--- config.mk ---
export PLATFORM = sky130hd
export DESIGN_NAME = datapathTop
export DESIGN_NICKNAME = d
export VERILOG_FILES = /design/src/regFilePkg.sv /design/src/regPortIf.sv /design/src/alu.sv /design/src/datapathCtrl.sv /design/src/datapathTop.sv /design/src/registerBank.sv /design/src/registerFile.sv /design/src/syncRegisterFile.sv
export SDC_FILE = /design/constraint.sdc
export NUM_CORES = 1
export LEC_CHECK = 0
export ABC_AREA = 1
export BUFFER_PORTS_ARGS = -buffer_cell sky130_fd_sc_hd__buf_2
export CORE_UTILIZATION = 45
export DETAILED_ROUTE_END_ITERATION = 16
export PLACE_DENSITY = 0.71
export SLEW_MARGIN = 5
export SYNTH_ARGS = -nofsm -noshare
export SYNTH_HDL_FRONTEND = slang
export SYNTH_SLANG_ARGS = --single-unit
--- constraint.sdc ---
create_clock -name clk -period 4.8 [get_ports clk]
set_clock_uncertainty 0.15 [all_clocks]
set_input_delay 0.48 -clock clk [delete_from_list [all_inputs] [get_ports clk]]
set_output_delay 0.48 -clock clk [all_outputs]
set_load 0.01 [all_outputs]
--- src/regFilePkg.sv ---
// register file datapath package
// widths, shared types, opcode and state encodings, bus address map
package regFilePkg;

    localparam int dataWidth   = 8;   // register and alu word
    localparam int nibbleWidth = 4;   // one bank word
    localparam int regCount    = 4;   // registers in the file
    localparam int busWidth    = 16;  // wishbone data width

    typedef logic [dataWidth-1:0]   regData_t;
    typedef logic [nibbleWidth-1:0] nibble_t;
    typedef logic [1:0]             regAddr_t;  // register index
    typedef logic [busWidth-1:0]    busData_t;
    typedef logic [2:0]             busAddr_t;  // wishbone word address

    typedef enum logic [2:0] {
        opAdd, opSub, opAnd, opOr, opXor, opPassL, opNotL, opShl
    } aluOp_t;

    typedef enum logic [1:0] {
        stIdle, stLatch, stWrite, stAck
    } ctrlState_t;

    // bus map: 0..3 registers, 4 command / status
    localparam busAddr_t cmdAddr = 3'd4;

    // command word fields
    localparam int cmdOpLsb    = 8;  // opcode 10:8
    localparam int cmdDestLsb  = 4;  // destination 5:4
    localparam int cmdLeftLsb  = 2;  // left source 3:2
    localparam int cmdRightLsb = 0;  // right source 1:0

    // status word fields, result in low byte
    localparam int statZeroBit  = 8;
    localparam int statCarryBit = 9;

endpackage

--- src/regPortIf.sv ---
// register file port bundle
// one write port and two read ports, controller side and array side
`timescale 1ns/1ps

interface regPortIf;
    import regFilePkg::*;

    logic      wrEnN;    // active low write strobe
    regAddr_t  wrAddr;
    regData_t  wrData;
    logic      rdLEnN;   // left read enable, active low
    regAddr_t  rdLAddr;
    logic      rdREnN;   // right read enable, active low
    regAddr_t  rdRAddr;
    regData_t  rdLData;  // zero when disabled
    regData_t  rdRData;

    modport ctrl (
        output wrEnN, wrAddr, wrData,
        output rdLEnN, rdLAddr,
        output rdREnN, rdRAddr,
        input  rdLData, rdRData
    );

    modport regs (
        input  wrEnN, wrAddr, wrData,
        input  rdLEnN, rdLAddr,
        input  rdREnN, rdRAddr,
        output rdLData, rdRData
    );

endinterface

--- src/alu.sv ---
// 8-bit combinational alu
// add, subtract, logic ops, pass, invert and shift left
// carry is carry out, borrow on subtract, or the bit shifted out
`timescale 1ns/1ps

module alu (
    input  regFilePkg::aluOp_t   op,
    input  regFilePkg::regData_t left,
    input  regFilePkg::regData_t right,
    output regFilePkg::regData_t result,
    output logic                 carry,
    output logic                 zero
);
    import regFilePkg::*;

    logic [dataWidth:0] wide;  // result with carry bit on top

    always_comb begin
        wide = '0;  // logic ops leave carry clear
        case (op)
            opAdd: begin
                wide = {1'b0, left} + {1'b0, right};
            end
            opSub: begin
                wide = {1'b0, left} - {1'b0, right};  // top bit is borrow
            end
            opAnd: begin
                wide = {1'b0, left & right};
            end
            opOr: begin
                wide = {1'b0, left | right};
            end
            opXor: begin
                wide = {1'b0, left ^ right};
            end
            opPassL: begin
                wide = {1'b0, left};
            end
            opNotL: begin
                wide = {1'b0, ~left};
            end
            opShl: begin
                wide = {left, 1'b0};  // old bit 7 lands in carry
            end
            default: begin
                wide = '0;
            end
        endcase
    end

    assign result = wide[dataWidth-1:0];
    assign carry  = wide[dataWidth];
    assign zero   = (result == '0);

endmodule

--- src/datapathCtrl.sv ---
// wishbone classic slave and datapath sequencer
// addresses 0..3 load or read registers, address 4 runs an alu command
// writes go latch, write, ack; reads ack one edge after the request
// last alu result and flags are kept for status reads
`timescale 1ns/1ps

module datapathCtrl (
    input  logic                 clk,
    input  logic                 rst,
    input  logic                 cyc,
    input  logic                 stb,
    input  logic                 we,
    input  regFilePkg::busAddr_t adr,
    input  regFilePkg::busData_t datIn,
    output regFilePkg::busData_t datOut,
    output logic                 ack,
    output regFilePkg::aluOp_t   aluOp,
    input  regFilePkg::regData_t aluResult,
    input  logic                 aluCarry,
    input  logic                 aluZero,
    regPortIf.ctrl               ports
);
    import regFilePkg::*;

    ctrlState_t state;
    logic       isReg;       // address hits a register
    logic       isCmd;       // command / status word
    regAddr_t   cmdDest;
    regAddr_t   cmdLeft;
    regAddr_t   cmdRight;
    regData_t   lastResult;  // for status reads
    logic       zeroFlag;
    logic       carryFlag;
    busData_t   status;

    // address decode, bus is held stable until ack
    assign isReg = (adr < busAddr_t'(regCount));
    assign isCmd = (adr == cmdAddr);

    // command fields
    assign aluOp    = aluOp_t'(datIn[cmdOpLsb +: 3]);
    assign cmdDest  = datIn[cmdDestLsb +: 2];
    assign cmdLeft  = datIn[cmdLeftLsb +: 2];
    assign cmdRight = datIn[cmdRightLsb +: 2];

    // sequencer
    always_ff @(posedge clk) begin
        if (rst) begin
            state      <= stIdle;
            lastResult <= '0;
            zeroFlag   <= 1'b0;
            carryFlag  <= 1'b0;
        end else begin
            case (state)
                stIdle: begin
                    if (cyc && stb) begin
                        state <= we ? stLatch : stAck;  // reads skip the write path
                    end
                end
                stLatch: begin
                    state <= stWrite;
                    if (we && isCmd) begin  // flags taken with the result
                        lastResult <= aluResult;
                        zeroFlag   <= aluZero;
                        carryFlag  <= aluCarry;
                    end
                end
                stWrite: begin
                    state <= stAck;
                end
                default: begin
                    state <= stIdle;  // stAck, master drops stb next
                end
            endcase
        end
    end

    assign ack = (state == stAck);

    // write side: data steered every cycle, captured by the input register
    assign ports.wrData  = isCmd ? aluResult : datIn[dataWidth-1:0];
    assign ports.wrAddr  = isCmd ? cmdDest : adr[1:0];
    assign ports.wrEnN   = !(state == stWrite && (isReg || isCmd));  // unmapped writes ignored

    // read side: operands during latch, register readback during ack
    assign ports.rdLAddr = isCmd ? cmdLeft : adr[1:0];
    assign ports.rdRAddr = cmdRight;
    assign ports.rdLEnN  = !((state == stLatch && we && isCmd) ||
                             (state == stAck && !we && isReg));
    assign ports.rdREnN  = !(state == stLatch && we && isCmd);

    // status word
    always_comb begin
        status                  = '0;
        status[dataWidth-1:0]   = lastResult;
        status[statZeroBit]     = zeroFlag;
        status[statCarryBit]    = carryFlag;
    end

    // read data, valid while ack is high
    always_comb begin
        datOut = '0;
        if (state == stAck && !we) begin
            if (isReg) begin
                datOut = {{(busWidth-dataWidth){1'b0}}, ports.rdLData};
            end else if (isCmd) begin
                datOut = status;
            end
        end
    end

endmodule

--- src/datapathTop.sv ---
// register file datapath top level
// wishbone slave controller, synchronous register file and alu
// joined through one port bundle
`timescale 1ns/1ps

module datapathTop (
    input  logic                 clk,
    input  logic                 rst,
    input  logic                 cyc,
    input  logic                 stb,
    input  logic                 we,
    input  regFilePkg::busAddr_t adr,
    input  regFilePkg::busData_t datIn,
    output regFilePkg::busData_t datOut,
    output logic                 ack
);
    import regFilePkg::*;

    aluOp_t   aluOp;      // opcode from the command word
    regData_t aluResult;
    logic     aluCarry;
    logic     aluZero;

    regPortIf regPorts ();

    datapathCtrl ctrl (
        .clk       (clk),
        .rst       (rst),
        .cyc       (cyc),
        .stb       (stb),
        .we        (we),
        .adr       (adr),
        .datIn     (datIn),
        .datOut    (datOut),
        .ack       (ack),
        .aluOp     (aluOp),
        .aluResult (aluResult),
        .aluCarry  (aluCarry),
        .aluZero   (aluZero),
        .ports     (regPorts.ctrl)
    );

    syncRegisterFile regs (
        .clk   (clk),
        .ports (regPorts.regs)
    );

    // operands straight off the two read ports
    alu aluUnit (
        .op     (aluOp),
        .left   (regPorts.rdLData),
        .right  (regPorts.rdRData),
        .result (aluResult),
        .carry  (aluCarry),
        .zero   (aluZero)
    );

endmodule

--- src/registerBank.sv ---
// 4x4 register bank
// one write port, two independent read ports, all enables active low
// disabled read port returns zero instead of floating
`timescale 1ns/1ps

module registerBank (
    input  logic                clk,
    input  logic                wrEnN,
    input  regFilePkg::regAddr_t wrAddr,
    input  regFilePkg::nibble_t  wrData,
    input  logic                rdLEnN,
    input  regFilePkg::regAddr_t rdLAddr,
    input  logic                rdREnN,
    input  regFilePkg::regAddr_t rdRAddr,
    output regFilePkg::nibble_t  rdLData,
    output regFilePkg::nibble_t  rdRData
);
    import regFilePkg::*;

    nibble_t words [regCount];  // storage, no reset like the real part

    // write on the edge while strobe is low
    always_ff @(posedge clk) begin
        if (!wrEnN) begin
            words[wrAddr] <= wrData;
        end
    end

    // read ports are flow-through
    always_comb begin
        rdLData = '0;  // disabled port reads zero
        if (!rdLEnN) begin
            rdLData = words[rdLAddr];
        end
    end

    always_comb begin
        rdRData = '0;
        if (!rdREnN) begin
            rdRData = words[rdRAddr];
        end
    end

endmodule

--- src/registerFile.sv ---
// 4x8 dual port register array
// low and high nibble banks share addresses and enables,
// the byte is split on write and joined again on both reads
`timescale 1ns/1ps

module registerFile (
    input logic clk,
    regPortIf.regs ports
);
    import regFilePkg::*;

    nibble_t wrLo, wrHi;
    nibble_t rdLLo, rdLHi;
    nibble_t rdRLo, rdRHi;

    assign wrLo = ports.wrData[nibbleWidth-1:0];
    assign wrHi = ports.wrData[dataWidth-1 -: nibbleWidth];

    registerBank bankLo (
        .clk     (clk),
        .wrEnN   (ports.wrEnN),
        .wrAddr  (ports.wrAddr),
        .wrData  (wrLo),
        .rdLEnN  (ports.rdLEnN),
        .rdLAddr (ports.rdLAddr),
        .rdREnN  (ports.rdREnN),
        .rdRAddr (ports.rdRAddr),
        .rdLData (rdLLo),
        .rdRData (rdRLo)
    );

    registerBank bankHi (
        .clk     (clk),
        .wrEnN   (ports.wrEnN),
        .wrAddr  (ports.wrAddr),
        .wrData  (wrHi),
        .rdLEnN  (ports.rdLEnN),
        .rdLAddr (ports.rdLAddr),
        .rdREnN  (ports.rdREnN),
        .rdRAddr (ports.rdRAddr),
        .rdLData (rdLHi),
        .rdRData (rdRHi)
    );

    // rejoin nibbles into bytes
    assign ports.rdLData = {rdLHi, rdLLo};
    assign ports.rdRData = {rdRHi, rdRLo};

endmodule

--- src/syncRegisterFile.sv ---
// synchronous front end for the 4x8 register file
// write data goes through an input register clocked every edge,
// so the array sees a settled byte before the write strobe drops
// addresses, enables and read data pass straight through
`timescale 1ns/1ps

module syncRegisterFile (
    input logic clk,
    regPortIf.regs ports
);
    import regFilePkg::*;

    regData_t wrDataQ;  // input register output
    regPortIf arrayPorts ();  // array side bundle

    // input register, loads on every rising edge
    always_ff @(posedge clk) begin
        wrDataQ <= ports.wrData;
    end

    // array gets the captured byte, not the live bus
    assign arrayPorts.wrData  = wrDataQ;
    assign arrayPorts.wrEnN   = ports.wrEnN;
    assign arrayPorts.wrAddr  = ports.wrAddr;
    assign arrayPorts.rdLEnN  = ports.rdLEnN;
    assign arrayPorts.rdLAddr = ports.rdLAddr;
    assign arrayPorts.rdREnN  = ports.rdREnN;
    assign arrayPorts.rdRAddr = ports.rdRAddr;

    registerFile regFile (
        .clk   (clk),
        .ports (arrayPorts.regs)
    );

    // read data back out unchanged
    assign ports.rdLData = arrayPorts.rdLData;
    assign ports.rdRData = arrayPorts.rdRData;

endmodule
After elaboration in Yosys (flattened, before gate mapping)
Memories as Yosys holds them, arrays and structs flattened.
Index checks and enable logic that the tools add are counted.
- register bits: 20
- bits in latches: 0
- bits in writable memories: 32
- ROM bits: 0
- input bits: 24
- output and inout port bits: 17
- word-level logic and storage cells: 55
- memories kept: 2
- memory list (name ; depth ; bits a word ; read ports ; clocked after memory_dff ; write ports ; RTL line ; RTL):
    regs.regFile.bankHi.words ; 4 ; 4 ; 2 ; 0 ; 1 ; registerBank.sv:20 ; nibble_t words [regCount];
    regs.regFile.bankLo.words ; 4 ; 4 ; 2 ; 0 ; 1 ; registerBank.sv:20 ;
- $add $sub $neg: 2
- multiply operators: 0
- divide/modulo/power cells: 0
- $lt $le $gt $ge: 1
- eq/ne operators: 12
- shift operators: 0
- multiplexer cells: 15
- bitwise gates (word level): 4
- reductions and logical operators: 14
- operators with widths (operator ; number):
    case mux 9 bit (8 select lines) ; 1
    two-way mux 16 bit ; 2
    two-way mux 4 bit ; 4
    == test 3 bit (second input constant) ; 5
    two-way mux 10 bit ; 1
    adder 8 x 8 -> 9 bit ; 1
    subtractor 8 x 8 -> 9 bit ; 1
    bitwise AND 8 bit ; 1
    zero test 8 bit ; 1
    two-way mux 2 bit ; 4
    two-way mux 8 bit ; 1
    inverter 8 bit ; 1
    bitwise OR 8 bit ; 1
    bitwise XOR 8 bit ; 1
    logical AND 1 bit ; 7
    == test 3 x 2 -> 1 bit (second input constant) ; 2
    case mux 2 bit (3 select lines) ; 1
    == test 2 bit (second input constant) ; 2
    == test 3 x 1 -> 1 bit (second input constant) ; 1
    zero test 3 bit ; 1
    less-than comparator 3 bit (second input constant) ; 1
    == test 2 x 1 -> 1 bit (second input constant) ; 1
    zero test 2 bit ; 1
    logical OR 1 bit ; 2
    4 further kinds ; 4

Logic depth before layout (Yosys ltp)
- word-level depth: 8
- depth in mapped cells: 25
- mapped depth without buffers: 24

By module
Synthesis repeated with hierarchy kept, for this count alone.
- cells, all modules: 629
- area total of the unflattened synthesis: 4274.1 um2
- modules (own cells, without submodules) (module ; times used ; cells each ; area an instance (um2) ; seq. area each (um2)):
    registerBank ; 2 ; 100 ; 850.8 ; 480.5
    alu ; 1 ; 234 ; 1292.5 ; 0.0
    datapathCtrl ; 1 ; 187 ; 1119.8 ; 240.2
    syncRegisterFile ; 1 ; 8 ; 160.2 ; 160.2

Worst setup path before layout
Ideal clock, no wire load.
- path kind: input port to flip-flop
- start point: input datIn[0]
- end point: register ctrl.zeroFlag
- library setup time: 66 ps
- arrival time: 3156 ps
- required time: 4584 ps
- slack: 1428 ps
- stages: 20
- path buffers: 2
- cells stage by stage: buf_4 -> inv_2 -> buf_2 -> a21oi_1 -> o21ai_0 -> nand3_1 -> ha_1 -> or2_2 -> xor2_1 -> inv_1 -> ha_1 -> a21oi_1 -> nand2_1 -> or2_2 -> a21o_1 -> o21ai_2 -> nand2_1 -> nor2_1 -> nand3_1 -> a21oi_2
- cells in the longest elaborated chain, start to end: 5
- elaborated cells between the ends (all ways): 11
- classes of those cells: add/sub (2); mux (3); bitwise (3); reduce/logical (1); memory (2)
- RTL lines (what ; RTL line ; RTL):
    start: declaration ; datapathTop.sv:13 ; input regFilePkg::busData_t datIn,
    memory (4 x 4 bit) ; - ;
    two-way mux 4 bit ; registerBank.sv:39 ; if (!rdREnN) begin
    subtractor 8 x 8 -> 9 bit (tied with other cells) ; alu.sv:25 ; wide = {1'b0, left} - {1'b0, right};
    case mux 9 bit (8 select lines) * ; alu.sv:20 ; case (op)
    zero test 8 bit * ; alu.sv:53 ; assign zero = (result == '0);
    end signal: assignment ; datapathCtrl.sv:64 ; zeroFlag <= aluZero;
    end: declaration ; datapathCtrl.sv:32 ; logic zeroFlag;
Mark *: on every way between the ends. The rest lies on a longest branch, timed or not.
A chain may end at the register's enable or synchronous reset.

Final worst setup path
Ends and elaborated chain as after synthesis.

==> results by group <==
Timing
  • Slew HR: 12.7%
  • Worst-margin pin slew: 1300 ps
  • Period minus WS final: 3800 ps
  • Fmax: 0.263 GHz
  • Fin crit share: 79.2%
  • Setup_tns: 0 ps
  • Pins over their slew limit: 0
  • Final setup violation count: 0
  • Final hold vios: 0
  • RSZ-0062 raised after global routing: false

Synthesis
  • Fraction of registers with async set/reset: 0%
  • Predominant post-synthesis flop cell: edfxtp_1
  • Synth Warn #: 0
  • Top post-synthesis cells by area: edfxtp_1, nand2_1, dfxtp_1, ha_1, nand3_1
  • Post-synth design cell area: 4200 sq um
  • Share of the synthesized area in the top cell type: 22.9%
  • Post-synth top cells: nand2_1, inv_1, nand3_1
  • Post-synth top area cell: edfxtp_1
  • Sequential element share of the synthesized area: 32.4%
  • Library cells used by synthesis: 45
  • Mapped Cells: 563
  • EDFF count, synth: 32
  • Mean Syn Cell Area: 7.46 sq um
  • Register bit total from synthesis: 52
  • Count leader, synth: nand2_1

Critical path
  • Flop2flop setup slack: 1060 ps
  • Setup crit start kind: input pin
  • Critical path peak fanout: 18
  • Reg2reg start: ctrl.state[1]$_SDFFE_PP0P_
  • FF-to-FF path depth: 21
  • Data arrival, critical path: 3910 ps
  • WS Path Type: in -> reg
  • Crit path launch: datIn[0]
  • Worst path required time: 4910 ps
  • Critical Path Sink Type: register
  • Critical R2R Capture: ctrl.zeroFlag$_SDFFE_PP0P_

Final layout
  • ANT cells: 0
  • Share of cells above drive strength 1: 14.2%
  • Layout Nets: 637
  • Final design utilization: 50.0%
  • Layout area overhead: 5.87%

Placed design
  • Dpl hpwl: 8180 um
  • RePlAce Congestion: 0.919
  • Port Buffers: 29

Routing
  • DR vias: 3,834
  • Iteration-0 DRC count of the detailed router: 305
  • Residual DRC: 0
  • Final WL: 10,900 um
  • Avg WL per Cell: 15.8 um
  • Vias per std cell: 5.55
  • DRT Pass-1 Iters: 5
  • Post-route ant nets: 0

Run
  • Max Cap Viol: 0

Clock network
  • Max clock buf depth: 2
  • H-tree levels: 2
  • Clock slew at reported path FFs: 100 ps
  • # hold bufs at CTS: 0
  • Clk_lat worst skew: 310 ps
  • Setup Buffers After CTS: 0
  • CTS Buf Count: 5
  • CTS tree: done
  • Post-cts resize count: 0
  • Clock root buffer master: clkbuf_8
  • Sink Count: 52

Global routing
  • GRT Util Overall: 23.4%
  • First-pass GRT wire length: 17,900 um
  • Largest net degree at the start of global routing: 23
  • Antenna violations before repair: 0
  • Grt total ovfl: 0
  • Vias in the first global route: 3,723

Die
  • Die H: 98.6 um
  • Core Area: 8890 sq um
  • Die outline width: 98.6 um
  • Rows: 34
  • Total die area: 9730 sq um
  • # IOs: 41
  • Initial Utilization: 47.3%

Run status
  • Status: finished clean

Power
  • Power Density: 258 nW/um^2
  • Peak supply drop: 0.000175 V
  • Lkg Pwr: 2.18 nW
  • Total Power: 1.15 mW

Hold path
  • Worst min-delay path class: in -> reg
  • WHS Path Cells: 2
  • HP Start: rst
  • Hold Path End: ctrl.zeroFlag$_SDFFE_PP0P_
[worst max path at each step]
stage	endpoint	slack [ps]	depth (start not counted)
after global placement	ctrl.zeroFlag$_SDFFE_PP0P_	820	23
after global routing	ctrl.zeroFlag$_SDFFE_PP0P_	570	22
after floorplan	ctrl.zeroFlag$_SDFFE_PP0P_	1430	20
after detailed placement	ctrl.zeroFlag$_SDFFE_PP0P_	760	22
final	ctrl.zeroFlag$_SDFFE_PP0P_	1000	18
after CTS	ctrl.zeroFlag$_SDFFE_PP0P_	1060	22
[stage by stage]
stage / cells / hold slack, ps / area [sq um] / setup slack (ps)
after detailed placement: 683 / 308 / 4330 / 763
after global routing: 691 / 197 / 4450 / 574
after CTS: 691 / 184 / 4450 / 1060
after floorplan: 568 / 288 / 4220 / 1430
after global placement: 683 / 299 / 4330 / 817
final: 691 / 186 / 4450 / 997
[routing by layer]
layer | up-vias | GRT usage, % | wire length [um]
met5 | - | 0 | 0
met3 | 31 | 2.41 | 710
met4 | 0 | 10.8 | 418
met2 | 161 | 41.2 | 5140
met1 | 1770 | 29.0 | 4620
li1 | 1872 | - | -
[cells in the final DEF (no fill, tap or decap), drive strengths merged, types with 3 or more instances in the layout]
cell and count:
a211oi 4, buf 30, xor2 8, dfxtp 20, nor2 25, a221oi 3
nor3 7, clkbuf 5, nand2 137, nand3 83, o21ai 45, or2 7
edfxtp 32, inv 97, o211ai 9, conb 6, a21oi 20, ha 30
[cells by family after synthesis]
kind of cell,Yosys count,synth area share [%]
adders and majority gates,31,9.41
xor gates and xnor gates,8,1.67
buffers and inverters,120,13.0
AOI/OAI and AO/OA,90,12.8
DFF,52,32.4
other,1,0.0893
and+or+nand+nor,261,30.6
[cell type report]
type	count	area (sq um)
clock buffer	5	68.8
clock inverter	3	46.3
fill	832	4440
inverter	97	369
multi-input combinational	396	2310
sequential	52	1360
tap	108	135
timing repair buffer	30	153
[sequential cells by signal (all words and copies together) (netlist names)]
register and flops:
regs.regFile.bankHi.words 16, ctrl.state 2, regs.arrayPorts.wrData 8, ctrl.carryFlag 1, regs.regFile.bankLo.words 16, ctrl.lastResult 8
ctrl.zeroFlag 1
[power by group]
group / total, mW / switching (mW) / leakage (nW) / internal (mW)
clock: 0.312 / 0.153 / 0.0600 / 0.158
sequential: 0.526 / 0.0184 / 0.455 / 0.507
combinational: 0.310 / 0.212 / 1.67 / 0.0982
total: 1.15 / 0.384 / 2.18 / 0.764
[worst max-delay path, stage by stage]
cell	delay, ps
buf_2	310
inv_2	210
o21ai_0	240
nand3_1	240
ha_1	290
or2_2	300
xor2_1	150
inv_1	60
ha_1	330
a21oi_1	160
nand2_1	110
or2_2	290
a21o_1	180
o21ai_2	130
nand2_1	90
nor2_1	90
nand3_1	100
a21oi_2	140
(Power assumes the default switching activity.)
